File: src/include/ifetch_cfg.svh
// Configuration constants for the ifetch instruction fetch stage.
// Include this header in every file that needs the reset address,
// the NOP encoding or the address and instruction word width.

`ifndef IFETCH_CFG_SVH
`define IFETCH_CFG_SVH

//////////////////////////////////////////////////
// Widths
//////////////////////////////////////////////////

// Address and instruction word width
`define IFETCH_XLEN 32

//////////////////////////////////////////////////
// Reset values
//////////////////////////////////////////////////

// First fetch address after reset or soft reset
`define IFETCH_START_ADDR 32'h0000_0100

// addi x0,x0,0
`define IFETCH_NOP 32'h0000_0013

`endif

File: src/logic/ifetch_pkg.sv
// Shared types for the ifetch instruction fetch stage.
// Holds the redirect request taken from the later pipeline stages,
// the redirect kind picked each cycle and the bundle handed to decode.
// Modules import it inside their bodies and use scoped names in ports.

`include "ifetch_cfg.svh"

package ifetch_pkg;

    //////////////////////////////////////////////////
    // Redirect inputs
    //////////////////////////////////////////////////

    // Strobes and targets from execute, CSR and predictor
    typedef struct packed {
        logic                    ctx_switch;
        logic                    jump;
        logic                    bp_take;
        logic                    rollback;
        logic [`IFETCH_XLEN-1:0] ctx_target;
        logic [`IFETCH_XLEN-1:0] jump_target;
        logic [`IFETCH_XLEN-1:0] bp_target;
    } redirect_req_t;

    // Redirect selected this cycle after priority
    typedef enum logic [2:0] {
        REDIR_NONE     = 3'd0,
        REDIR_CTX      = 3'd1,
        REDIR_JUMP     = 3'd2,
        REDIR_BP       = 3'd3,
        REDIR_ROLLBACK = 3'd4
    } redirect_kind_e;

    //////////////////////////////////////////////////
    // Decode side
    //////////////////////////////////////////////////

    // Everything the fetch stage presents to decode
    typedef struct packed {
        logic [`IFETCH_XLEN-1:0] instr;
        logic [`IFETCH_XLEN-1:0] pc;
        logic                    jumping;
        logic                    bp_rollback;
    } decode_out_t;

endpackage

File: src/logic/ifetch_addr_gen.sv
// Fetch address generator.
// Picks the redirect with the highest priority, then builds the next
// word address from a target, the stored rollback address or the
// current address plus four. Owns the fetch address register and the
// rollback address captured when a branch prediction is taken.

`timescale 1ns/1ns

`include "ifetch_cfg.svh"

module ifetch_addr_gen (
    input  logic                       clk,
    input  logic                       reset_n,
    input  logic                       sys_reset_i,
    input  logic                       enable_i,
    input  ifetch_pkg::redirect_req_t  redir_i,
    output ifetch_pkg::redirect_kind_e kind_o,
    output logic [`IFETCH_XLEN-1:0]    imem_addr_o
);

    import ifetch_pkg::*;

    logic [`IFETCH_XLEN-1:2] addr_advance;
    logic [`IFETCH_XLEN-1:2] addr_next;
    logic [`IFETCH_XLEN-1:2] rollback_addr;
    logic                    addr_update;

    //////////////////////////////////////////////////
    // Redirect priority
    //////////////////////////////////////////////////

    // Context switch and jump act even while stalled
    always_comb begin
        if (redir_i.ctx_switch) begin
            kind_o = REDIR_CTX;
        end else if (redir_i.jump) begin
            kind_o = REDIR_JUMP;
        end else if (redir_i.rollback) begin
            kind_o = REDIR_ROLLBACK;
        end else if (redir_i.bp_take && enable_i) begin
            kind_o = REDIR_BP;
        end else begin
            kind_o = REDIR_NONE;
        end
    end

    //////////////////////////////////////////////////
    // Next word address
    //////////////////////////////////////////////////

    assign addr_advance = imem_addr_o[`IFETCH_XLEN-1:2] + 1'b1;

    // Word targets drop bits 1:0 without compressed support
    always_comb begin
        case (kind_o)
            REDIR_CTX:      addr_next = redir_i.ctx_target[`IFETCH_XLEN-1:2];
            REDIR_JUMP:     addr_next = redir_i.jump_target[`IFETCH_XLEN-1:2];
            REDIR_ROLLBACK: addr_next = rollback_addr;
            REDIR_BP:       addr_next = redir_i.bp_target[`IFETCH_XLEN-1:2];
            default:        addr_next = addr_advance;
        endcase
    end

    // Hold while stalled unless something redirects
    assign addr_update = enable_i || (kind_o != REDIR_NONE);

    //////////////////////////////////////////////////
    // Fetch address register
    //////////////////////////////////////////////////

    always_ff @(posedge clk or negedge reset_n) begin
        if (!reset_n) begin
            imem_addr_o <= `IFETCH_START_ADDR;
        end else if (sys_reset_i) begin
            imem_addr_o <= `IFETCH_START_ADDR;
        end else if (addr_update) begin
            imem_addr_o <= {addr_next, 2'b00};
        end
    end

    //////////////////////////////////////////////////
    // Rollback address
    //////////////////////////////////////////////////

    // Word after the predicted instruction for a wrong guess
    always_ff @(posedge clk or negedge reset_n) begin
        if (!reset_n) begin
            rollback_addr <= '0;
        end else if (sys_reset_i) begin
            rollback_addr <= '0;
        end else if (enable_i && redir_i.bp_take) begin
            rollback_addr <= addr_advance;
        end
    end

endmodule

File: src/logic/ifetch_flush_ctrl.sv
// Flush control for the fetch stage.
// Tracks whether a redirect is still in flight so decode can squash
// the bubble behind it, and raises a one-shot flag toward decode on
// the enabled edge that follows a branch rollback.

`timescale 1ns/1ns

module ifetch_flush_ctrl (
    input  logic                       clk,
    input  logic                       reset_n,
    input  logic                       sys_reset_i,
    input  logic                       enable_i,
    input  ifetch_pkg::redirect_kind_e kind_i,
    output logic                       jumped_r_o,
    output logic                       jumping_o,
    output logic                       bp_rollback_o
);

    import ifetch_pkg::*;

    logic jumped;
    logic rollback;
    logic rollback_pend;

    // Any redirect but a rollback starts a new bubble
    assign jumped   = (kind_i == REDIR_CTX) || (kind_i == REDIR_JUMP) || (kind_i == REDIR_BP);
    assign rollback = (kind_i == REDIR_ROLLBACK);

    //////////////////////////////////////////////////
    // Jump tracking
    //////////////////////////////////////////////////

    // Jump pending
    always_ff @(posedge clk or negedge reset_n) begin
        if (!reset_n) begin
            jumped_r_o <= 1'b1;
        end else if (sys_reset_i) begin
            jumped_r_o <= 1'b1;
        end else if (jumped) begin
            jumped_r_o <= 1'b1;
        end else if (enable_i || rollback) begin
            jumped_r_o <= 1'b0;
        end
    end

    // Stays high one more edge while the pending flag drains
    always_ff @(posedge clk or negedge reset_n) begin
        if (!reset_n) begin
            jumping_o <= 1'b1;
        end else if (sys_reset_i) begin
            jumping_o <= 1'b1;
        end else if (jumped || (jumped_r_o && !rollback)) begin
            jumping_o <= 1'b1;
        end else if (enable_i || rollback) begin
            jumping_o <= 1'b0;
        end
    end

    //////////////////////////////////////////////////
    // Rollback flag
    //////////////////////////////////////////////////

    always_ff @(posedge clk or negedge reset_n) begin
        if (!reset_n) begin
            rollback_pend <= 1'b0;
        end else if (sys_reset_i) begin
            rollback_pend <= 1'b0;
        end else if (rollback) begin
            rollback_pend <= 1'b1;
        end else if (enable_i) begin
            rollback_pend <= 1'b0;
        end
    end

    always_ff @(posedge clk or negedge reset_n) begin
        if (!reset_n) begin
            bp_rollback_o <= 1'b0;
        end else if (sys_reset_i) begin
            bp_rollback_o <= 1'b0;
        end else if (enable_i) begin
            bp_rollback_o <= rollback_pend;
        end
    end

endmodule

File: src/logic/ifetch_inst_reg.sv
// Instruction and pc registers of the fetch stage.
// The memory word arrives one cycle after its address; during a stall
// the word that was on the bus is latched and replayed. The pc follows
// the fetch address through two registers so it lines up with the
// instruction handed to decode.

`timescale 1ns/1ns

`include "ifetch_cfg.svh"

module ifetch_inst_reg (
    input  logic                    clk,
    input  logic                    reset_n,
    input  logic                    sys_reset_i,
    input  logic                    enable_i,
    input  logic                    jumped_r_i,
    input  logic [`IFETCH_XLEN-1:0] imem_addr_i,
    input  logic [`IFETCH_XLEN-1:0] imem_data_i,
    output logic [`IFETCH_XLEN-1:0] instr_o,
    output logic [`IFETCH_XLEN-1:0] pc_o
);

    logic                    enable_r;
    logic [`IFETCH_XLEN-1:0] data_held;
    logic [`IFETCH_XLEN-1:0] data_fetched;
    logic [`IFETCH_XLEN-1:0] pc_jump_r;

    //////////////////////////////////////////////////
    // Stall hold
    //////////////////////////////////////////////////

    always_ff @(posedge clk or negedge reset_n) begin
        if (!reset_n) begin
            enable_r <= 1'b0;
        end else begin
            enable_r <= enable_i;
        end
    end

    // Capture the bus on the first stalled edge
    always_ff @(posedge clk or negedge reset_n) begin
        if (!reset_n) begin
            data_held <= `IFETCH_NOP;
        end else if (!enable_i && enable_r) begin
            data_held <= imem_data_i;
        end
    end

    assign data_fetched = enable_r ? imem_data_i : data_held;

    //////////////////////////////////////////////////
    // PC pipeline
    //////////////////////////////////////////////////

    // Also loads while a jump is pending so the target is not lost
    always_ff @(posedge clk or negedge reset_n) begin
        if (!reset_n) begin
            pc_jump_r <= '0;
        end else if (enable_i || jumped_r_i) begin
            pc_jump_r <= imem_addr_i;
        end
    end

    always_ff @(posedge clk or negedge reset_n) begin
        if (!reset_n) begin
            pc_o <= '0;
        end else if (enable_i) begin
            pc_o <= pc_jump_r;
        end
    end

    //////////////////////////////////////////////////
    // Instruction to decode
    //////////////////////////////////////////////////

    always_ff @(posedge clk or negedge reset_n) begin
        if (!reset_n) begin
            instr_o <= `IFETCH_NOP;
        end else if (sys_reset_i) begin
            instr_o <= `IFETCH_NOP;
        end else if (enable_i) begin
            instr_o <= data_fetched;
        end
    end

endmodule

File: src/logic/ifetch_top.sv
// Top level of the ifetch instruction fetch stage.
// Connects the address generator, the flush control and the
// instruction registers, and gathers their outputs for decode.
// Expects a synchronous instruction memory with one cycle of latency.

`timescale 1ns/1ns

`include "ifetch_cfg.svh"

module ifetch_top (
    input  logic                      clk,
    input  logic                      reset_n,
    input  logic                      sys_reset_i,
    input  logic                      enable_i,
    input  ifetch_pkg::redirect_req_t redir_i,
    input  logic [`IFETCH_XLEN-1:0]   imem_data_i,
    output logic [`IFETCH_XLEN-1:0]   imem_addr_o,
    output ifetch_pkg::decode_out_t   dec_o
);

    ifetch_pkg::redirect_kind_e kind;
    logic                       jumped_r;
    logic                       jumping;
    logic                       bp_rollback;
    logic [`IFETCH_XLEN-1:0]    instr;
    logic [`IFETCH_XLEN-1:0]    pc;

    ifetch_addr_gen u_addr_gen (
        .clk         (clk),
        .reset_n     (reset_n),
        .sys_reset_i (sys_reset_i),
        .enable_i    (enable_i),
        .redir_i     (redir_i),
        .kind_o      (kind),
        .imem_addr_o (imem_addr_o)
    );

    ifetch_flush_ctrl u_flush_ctrl (
        .clk           (clk),
        .reset_n       (reset_n),
        .sys_reset_i   (sys_reset_i),
        .enable_i      (enable_i),
        .kind_i        (kind),
        .jumped_r_o    (jumped_r),
        .jumping_o     (jumping),
        .bp_rollback_o (bp_rollback)
    );

    ifetch_inst_reg u_inst_reg (
        .clk         (clk),
        .reset_n     (reset_n),
        .sys_reset_i (sys_reset_i),
        .enable_i    (enable_i),
        .jumped_r_i  (jumped_r),
        .imem_addr_i (imem_addr_o),
        .imem_data_i (imem_data_i),
        .instr_o     (instr),
        .pc_o        (pc)
    );

    // Decode bundle
    assign dec_o = '{instr: instr, pc: pc, jumping: jumping, bp_rollback: bp_rollback};

endmodule
File: config.mk
export PLATFORM = sky130hd
export DESIGN_NAME = ifetch_top
export DESIGN_NICKNAME = d
export VERILOG_FILES = /design/src/logic/ifetch_pkg.sv /design/src/logic/ifetch_addr_gen.sv /design/src/logic/ifetch_flush_ctrl.sv /design/src/logic/ifetch_inst_reg.sv /design/src/logic/ifetch_top.sv
export VERILOG_INCLUDE_DIRS = /design/src /design/src/include
export SDC_FILE = /design/constraint.sdc
export NUM_CORES = 1
export LEC_CHECK = 0
export BUFFER_PORTS_ARGS = -buffer_cell sky130_fd_sc_hd__buf_2
export CAP_MARGIN = 25
export CORE_ASPECT_RATIO = 0.75
export CORE_MARGIN = 4
export CORE_UTILIZATION = 50
export DETAILED_ROUTE_END_ITERATION = 8
export HOLD_SLACK_MARGIN = 0.02
export PLACE_DENSITY = 0.75
export RECOVER_POWER = 25
export SKIP_CTS_REPAIR_TIMING = 1
export SLEW_MARGIN = 20
export SYNTH_ARGS = -nofsm -noshare
export SYNTH_HDL_FRONTEND = slang
export SYNTH_SLANG_ARGS = --single-unit
File: constraint.sdc
create_clock -name clk -period 4 [get_ports clk]
set_input_delay 0.2 -clock clk [delete_from_list [all_inputs] [get_ports clk]]
set_output_delay 0.2 -clock clk [all_outputs]
set_load 0.01 [all_outputs]
==> results.txt, run 1 <==
fin crit period = 2.85 ns
Crit Path Category = in2async
Logic pwr share = 0.155
Final setup viols = 0
FF-to-FF path depth = 5
GR Overflow Total = 0
core box area = 18600 µm²
Critical Path Max Stage Delay = 1.80 ns
Mapped Area = 9500 µm²
number of synthesized register bits = 189
max-cap violations = 2
Die Y = 127 µm
FFs w/ async S/R, synth = 1.00
antenna violations before repair = 4
largest net degree at the start of global routing = 122
total clock sinks = 189
Via density = 5.86
CP max stage cell = clkbuf_1
clock-pin transition on the worst setup and hold timing paths = 0.07 ns
DR DRC count = 0
# diodes = 0
I/O Buffers = 223
ys flop type = dfrtp_1
First DRT Iteration DRCs = 594
PnR worst setup slack = 1.15 ns
Clock Root Buffer = clkbuf_16
EDFF count, synth = 0
HPWL Detailed = 17.8 mm
DR vias = 7965
Pwr Density = 399 nW/µm²
Seq/Total Area, Yosys = 0.499
crit path DAT = 3.39 ns
slew at the pin closest to its max-slew limit = 2.55 ns
startpoint class of the critical path = input port
Total Routing Usage GR = 0.242
Clock Latency Late Sink = 0.44 ns
first-pass GRT wire length = 40.9 mm
area growth from synthesis to layout = 22.3%
Slew Viols, Final = 98
Setup crit start = reset_n
Synth cell types = 58
Psw = 1.36 mW
clk buf depth = 2
delay-heaviest family, CP = buffers and inverters
Worst Hold End = u_inst_reg.data_held[31]
row count = 43
reg2reg start = u_addr_gen.imem_addr_o[4]
# IOs = 234
Yosys top cell area share = 0.474
nets = 1236
R2R setup slack = 1.32 ns
TritonCTS clock tree = yes
Mapped Cells = 894
number of global-route vias before repair = 7458
chip width = 167 µm
Syn. warnings = 0
f_max = 351 MHz
Initial Utilization = 0.512
Overall Power = 4.63 mW
Hold Crit Start = imem_data_i[31]
Worst Skew = 0.0155 ns
crit-path cells = dlygate4sd3_1 > clkbuf_1 > buf_16 > buf_4
Synth Area per Inst = 10.6 µm²
period utilisation layout = 0.712
Hold Path Depth = 2
worst path required time = 4.54 ns
CTS H-tree lvls = 4
Place WS = 1.42 ns
filler cell count = 1553
routed length per instance = 19.5 µm
buffers and inverters on the worst path = 4
share of cells above drive strength 1 = 0.347
Worst VDD drop = 248 µV
clock share of power = 0.362
Routed WL = 26.6 mm
CP Max Fanout = 76
largest cells by area after synthesis = dfrtp_1 (47%), mux2_2 (11%), a211oi_1 (4.8%)
Worst Hold Class = in2reg
Final Hold Vio Count = 0
final antenna-violating net count = 0
Internal = 3.27 mW
status = finished with violations
failing checks = max-capacitance violations, max-slew violations
Leak = 5.38 nW
Crit. End Element = async pin
Worst slew margin = -0.700
die area = 21300 µm²
Num CTS Buffers = 17
Sw Share = 0.294
sequential power share = 0.484
RSZ-0062 raised after global routing = no
drt first pass iters = 6
cell accounting for the most synthesized area = dfrtp_1
Fin Setup TNS = 0 ns
Final GP Congestion = 0.925
reg-to-reg endpoint = u_addr_gen.imem_addr_o[27]
Final Util = 0.626
## Yosys cell counts, types with 3 or more instances
cell type,n
clkbuf_1,51
a22o_1,4
or3_1,3
a211o_1,3
nand2_1,50
dfrtp_1,180
mux2i_1,41
nand3_1,16
buf_6,3
nor3_1,9
buf_4,6
nor4_1,7
a221oi_1,8
xor2_1,15
xnor2_1,13
nor3_2,3
a211oi_1,61
o21bai_1,5
a22oi_1,16
o21ai_0,48
buf_2,12
a221o_1,10
nand4_1,12
o211ai_1,7
nor2b_1,3
buf_1,16
a31oi_1,7
o211a_1,6
o311a_1,4
mux2_2,92
and4_1,4
a21oi_1,28
nor2_1,100
and3_1,12
dfstp_2,9
## state kept, by name, summed over array words and instances, names as in the netlist, 30 cells and up
name and cells:
u_inst_reg.data_held 32, u_inst_reg.instr_o 32, u_addr_gen.imem_addr_o 30, u_addr_gen.rollback_addr 30, u_inst_reg.pc_jump_r 30, u_inst_reg.pc_o 30
## final cells by class
class                      instances  area [µm²]  share of cell area
clock inverter                    15         155              0.0134
sequential                       189        4740               0.408
clock buffer                      17         425              0.0366
timing repair buffer             272        1600               0.138
inverter                           2        7.51            0.000646
tap                              247         309              0.0266
multi-input combinational        617        4380               0.377
## per-layer routing
metal | vias to the layer above | global-route usage | wire, µm
met5 | - | 0 | 67
met4 | 8 | 0.0697 | 438
met3 | 42 | 0.0813 | 2550
met2 | 364 | 0.353 | 11700
met1 | 3863 | 0.346 | 11800
li1 | 3688 | - | -
## cell families (layout without fill, tap and decap cells)
kind of cell / Yosys count / in the layout / share of synthesized area
AND/OR/NAND/NOR: 229 / 229 / 0.114
buffers and inverters: 91 / 306 / 0.0424
XOR/XNOR: 28 / 28 / 0.0258
flip-flops: 189 / 189 / 0.499
adder cells (fa/ha/maj): 1 / 1 / 0.00132
other: 1 / 4 / 0.000395
AO/OA/AOI/OAI: 222 / 222 / 0.165
multiplexers: 133 / 133 / 0.152
## cells in the final DEF, fill, tap and decap left out, types with 4 or more instances in the layout
cell type and count:
o211ai_1 7, mux2i_1 41, o21bai_1 5, and3_1 12
a31oi_1 7, o311a_1 4, xnor2_1 13, nor4_1 7
nor2_1 99, inv_6 4, clkbuf_16 17, conb_1 4
a22o_1 4, o211a_1 6, mux2_2 92, dfstp_2 9
nand3_1 16, and4_1 4, o21ai_0 48, a221oi_1 8
a22oi_1 16, xor2_1 15, a221o_1 10, buf_4 16
nor3_1 9, a21oi_1 28, a211oi_1 61, dlygate4sd3_1 31
dfrtp_1 179, nand4_1 12, buf_2 220, nand2_1 50
## how the worst max path moves through the flow
stage	end	slack [ns]	cells after the start
4_1_cts	u_addr_gen.imem_addr_o[27]	1.39	5
6_report	u_inst_reg.data_held[1]	1.15	4
5_1_grt	u_inst_reg.data_held[4]	0.69	4
3_5_place_dp	u_addr_gen.rollback_addr[28]	1.42	6
3_3_place_gp	u_addr_gen.rollback_addr[28]	1.51	6
2_1_floorplan	u_addr_gen.rollback_addr[28]	1.85	7
## power groups by stage
| stage | Sequential, mW | Combinational, mW | Clock, mW |
|---|---|---|---|
| after detailed placement | 2.27 | 0.690 | 0 |
| after global placement | 2.26 | 0.676 | 0 |
| after global routing | 2.26 | 0.791 | 1.80 |
| final | 2.24 | 0.717 | 1.68 |
| after CTS | 2.24 | 0.692 | 1.72 |
| after floorplan | 2.25 | 0.401 | 0 |
## stage by stage
stage,std cells,area [µm²],hold slack (ns)
2_1_floorplan,897,9510,-0.0956
3_3_place_gp,1294,10700,0.412
3_5_place_dp,1294,10700,0.423
4_1_cts,1326,11300,-0.0394
5_1_grt,1359,11600,0.0142
6_report,1359,11600,0.0281
Power figures use the tool's default switching activity.
==> run 2, diff against run 1 <==
Settings changed: CORE_UTILIZATION 50 to 49, PLACE_DENSITY 0.75 to 0.76.
Clock period 4 ns to 2.5 ns, I/O delays scaled along.
==> results.txt, run 2 (synthesis results as in run 1) <==
f_max = 423 MHz
Final GP Congestion = 0.849
crit path DAT = 2.69 ns
I/O Buffers = 223
Final setup viols = 0
nets = 1264
Worst VDD drop = 428 µV
Critical Path Max Stage Delay = 0.65 ns
Worst Hold Class = in2reg
top routing layer in use = met5
CP max stage cell = nor4_1
slew at the pin closest to its max-slew limit = 1.78 ns
RSZ-0062 raised after global routing = no
GR Overflow Total = 0
Num CTS Buffers = 17
Overall Power = 7.70 mW
# IOs = 234
drt first pass iters = 6
Pwr Density = 647 nW/µm²
Total Routing Usage GR = 0.248
period utilisation layout = 0.946
CP Max Fanout = 11
Leak = 5.55 nW
worst path required time = 2.83 ns
Clock Latency Late Sink = 0.44 ns
total clock sinks = 189
TritonCTS clock tree = yes
most frequent cells in the layout = buf_2 (220), dfrtp_1 (179), nor2_1 (99)
Initial Utilization = 0.506
DR DRC count = 0
Crit Path Category = reg2reg
First DRT Iteration DRCs = 717
CTS H-tree lvls = 4
most common cell after layout, fill and taps aside = buf_2
routed length per instance = 20.1 µm
largest net degree at the start of global routing = 70
fin crit period = 2.37 ns
Worst Skew = 0.0107 ns
share of cells above drive strength 1 = 0.361
Worst slew margin = -0.189
clk buf depth = 2
first-pass GRT wire length = 42.6 mm
number of global-route vias before repair = 7746
Die Y = 129 µm
Final Hold Vio Count = 0
filler cell count = 1523
core box area = 18800 µm²
buffers and inverters on the worst path = 0
DR vias = 8271
die area = 21700 µm²
Via density = 5.96
Routed WL = 27.9 mm
row count = 43
failing checks = max-capacitance violations, max-slew violations
max-cap violations = 1
wire length on met3 = 2.60 mm
delay-heaviest family, CP = simple AND/OR/NAND/NOR gates
Slew Viols, Final = 68
placed inst area = 11000 µm²
Post-Layout Inst Area = 11900 µm²
Sequential cell area = 4740 µm²
HPWL Detailed = 19.3 mm
Final Util = 0.634
Fin Setup TNS = 0 ns
# diodes = 0
final antenna-violating net count = 0
Crit. End Element = register
Multi-input gate area = 4380 µm²
chip width = 169 µm
Clock Root Buffer = clkbuf_16
Top Registers = u_inst_reg.data_held: 32 flops, u_inst_reg.instr_o: 32 flops
antenna violations before repair = 2
startpoint class of the critical path = register
status = finished with violations
WL met1 = 12.1 mm
clock-pin transition on the worst setup and hold timing paths = 0.07 ns
area growth from synthesis to layout = 25.3%
met2 WL = 12.6 mm
crit-path cells = nand2_1 > nor4_1 > nand4_1 > or3_1 > o211a_1
[run 2: routing by layer]
layer | vias to the layer above | track usage
li1 | 3737 | -
met2 | 391 | 0.379
met1 | 4098 | 0.353
met4 | 4 | 0.0592
met5 | - | 0
met3 | 41 | 0.0740
[run 2: cell type report]
class	count	area share
Clock buffer	18	0.0360
Clock inverter	14	0.0166
Inverter	2	0.000631
Multi-Input combinational cell	617	0.368
Sequential cell	189	0.398
Tap cell	247	0.0260
Timing Repair Buffer	300	0.154
[run 2: worst reg2reg max path: stages, from the launching register on]
cell     delay, ns
dfrtp_1       0.60
nand2_1       0.20
nor4_1        0.65
nand4_1       0.32
or3_1         0.38
o211a_1       0.11
[run 2: power breakdown]
part | switching (mW) | internal (mW)
sequential | 0.209 | 3.35
combinational | 0.651 | 0.583
clock | 1.29 | 1.62
total | 2.15 | 5.55
[run 2: metrics by stage]
stage | hold slack (ns) | instances | setup slack, ns
2_1_floorplan | -0.171 | 897 | 0.351
3_5_place_dp | 0.163 | 1321 | 0.275
4_1_cts | -0.300 | 1353 | 0.253
5_1_grt | 0.0818 | 1387 | 0.0374
3_3_place_gp | 0.168 | 1321 | 0.330
6_report | 0.0509 | 1387 | 0.134
[run 2: path summary, 6_finish.rpt]
kind,start,to,slack (ns),cells after the start
setup reg to reg,u_addr_gen.imem_addr_o[12],u_addr_gen.imem_addr_o[27],0.13,5
hold / removal,redir_i[66],u_addr_gen.imem_addr_o[2],0.05,3
max in group asynchronous,reset_n,u_inst_reg.instr_o[0],0.57,3
setup / recovery,u_addr_gen.imem_addr_o[12],u_addr_gen.imem_addr_o[27],0.13,5
hold reg to reg,u_inst_reg.pc_jump_r[19],u_inst_reg.pc_o[19],0.50,1
min in group asynchronous,reset_n,u_inst_reg.pc_o[25],0.69,2
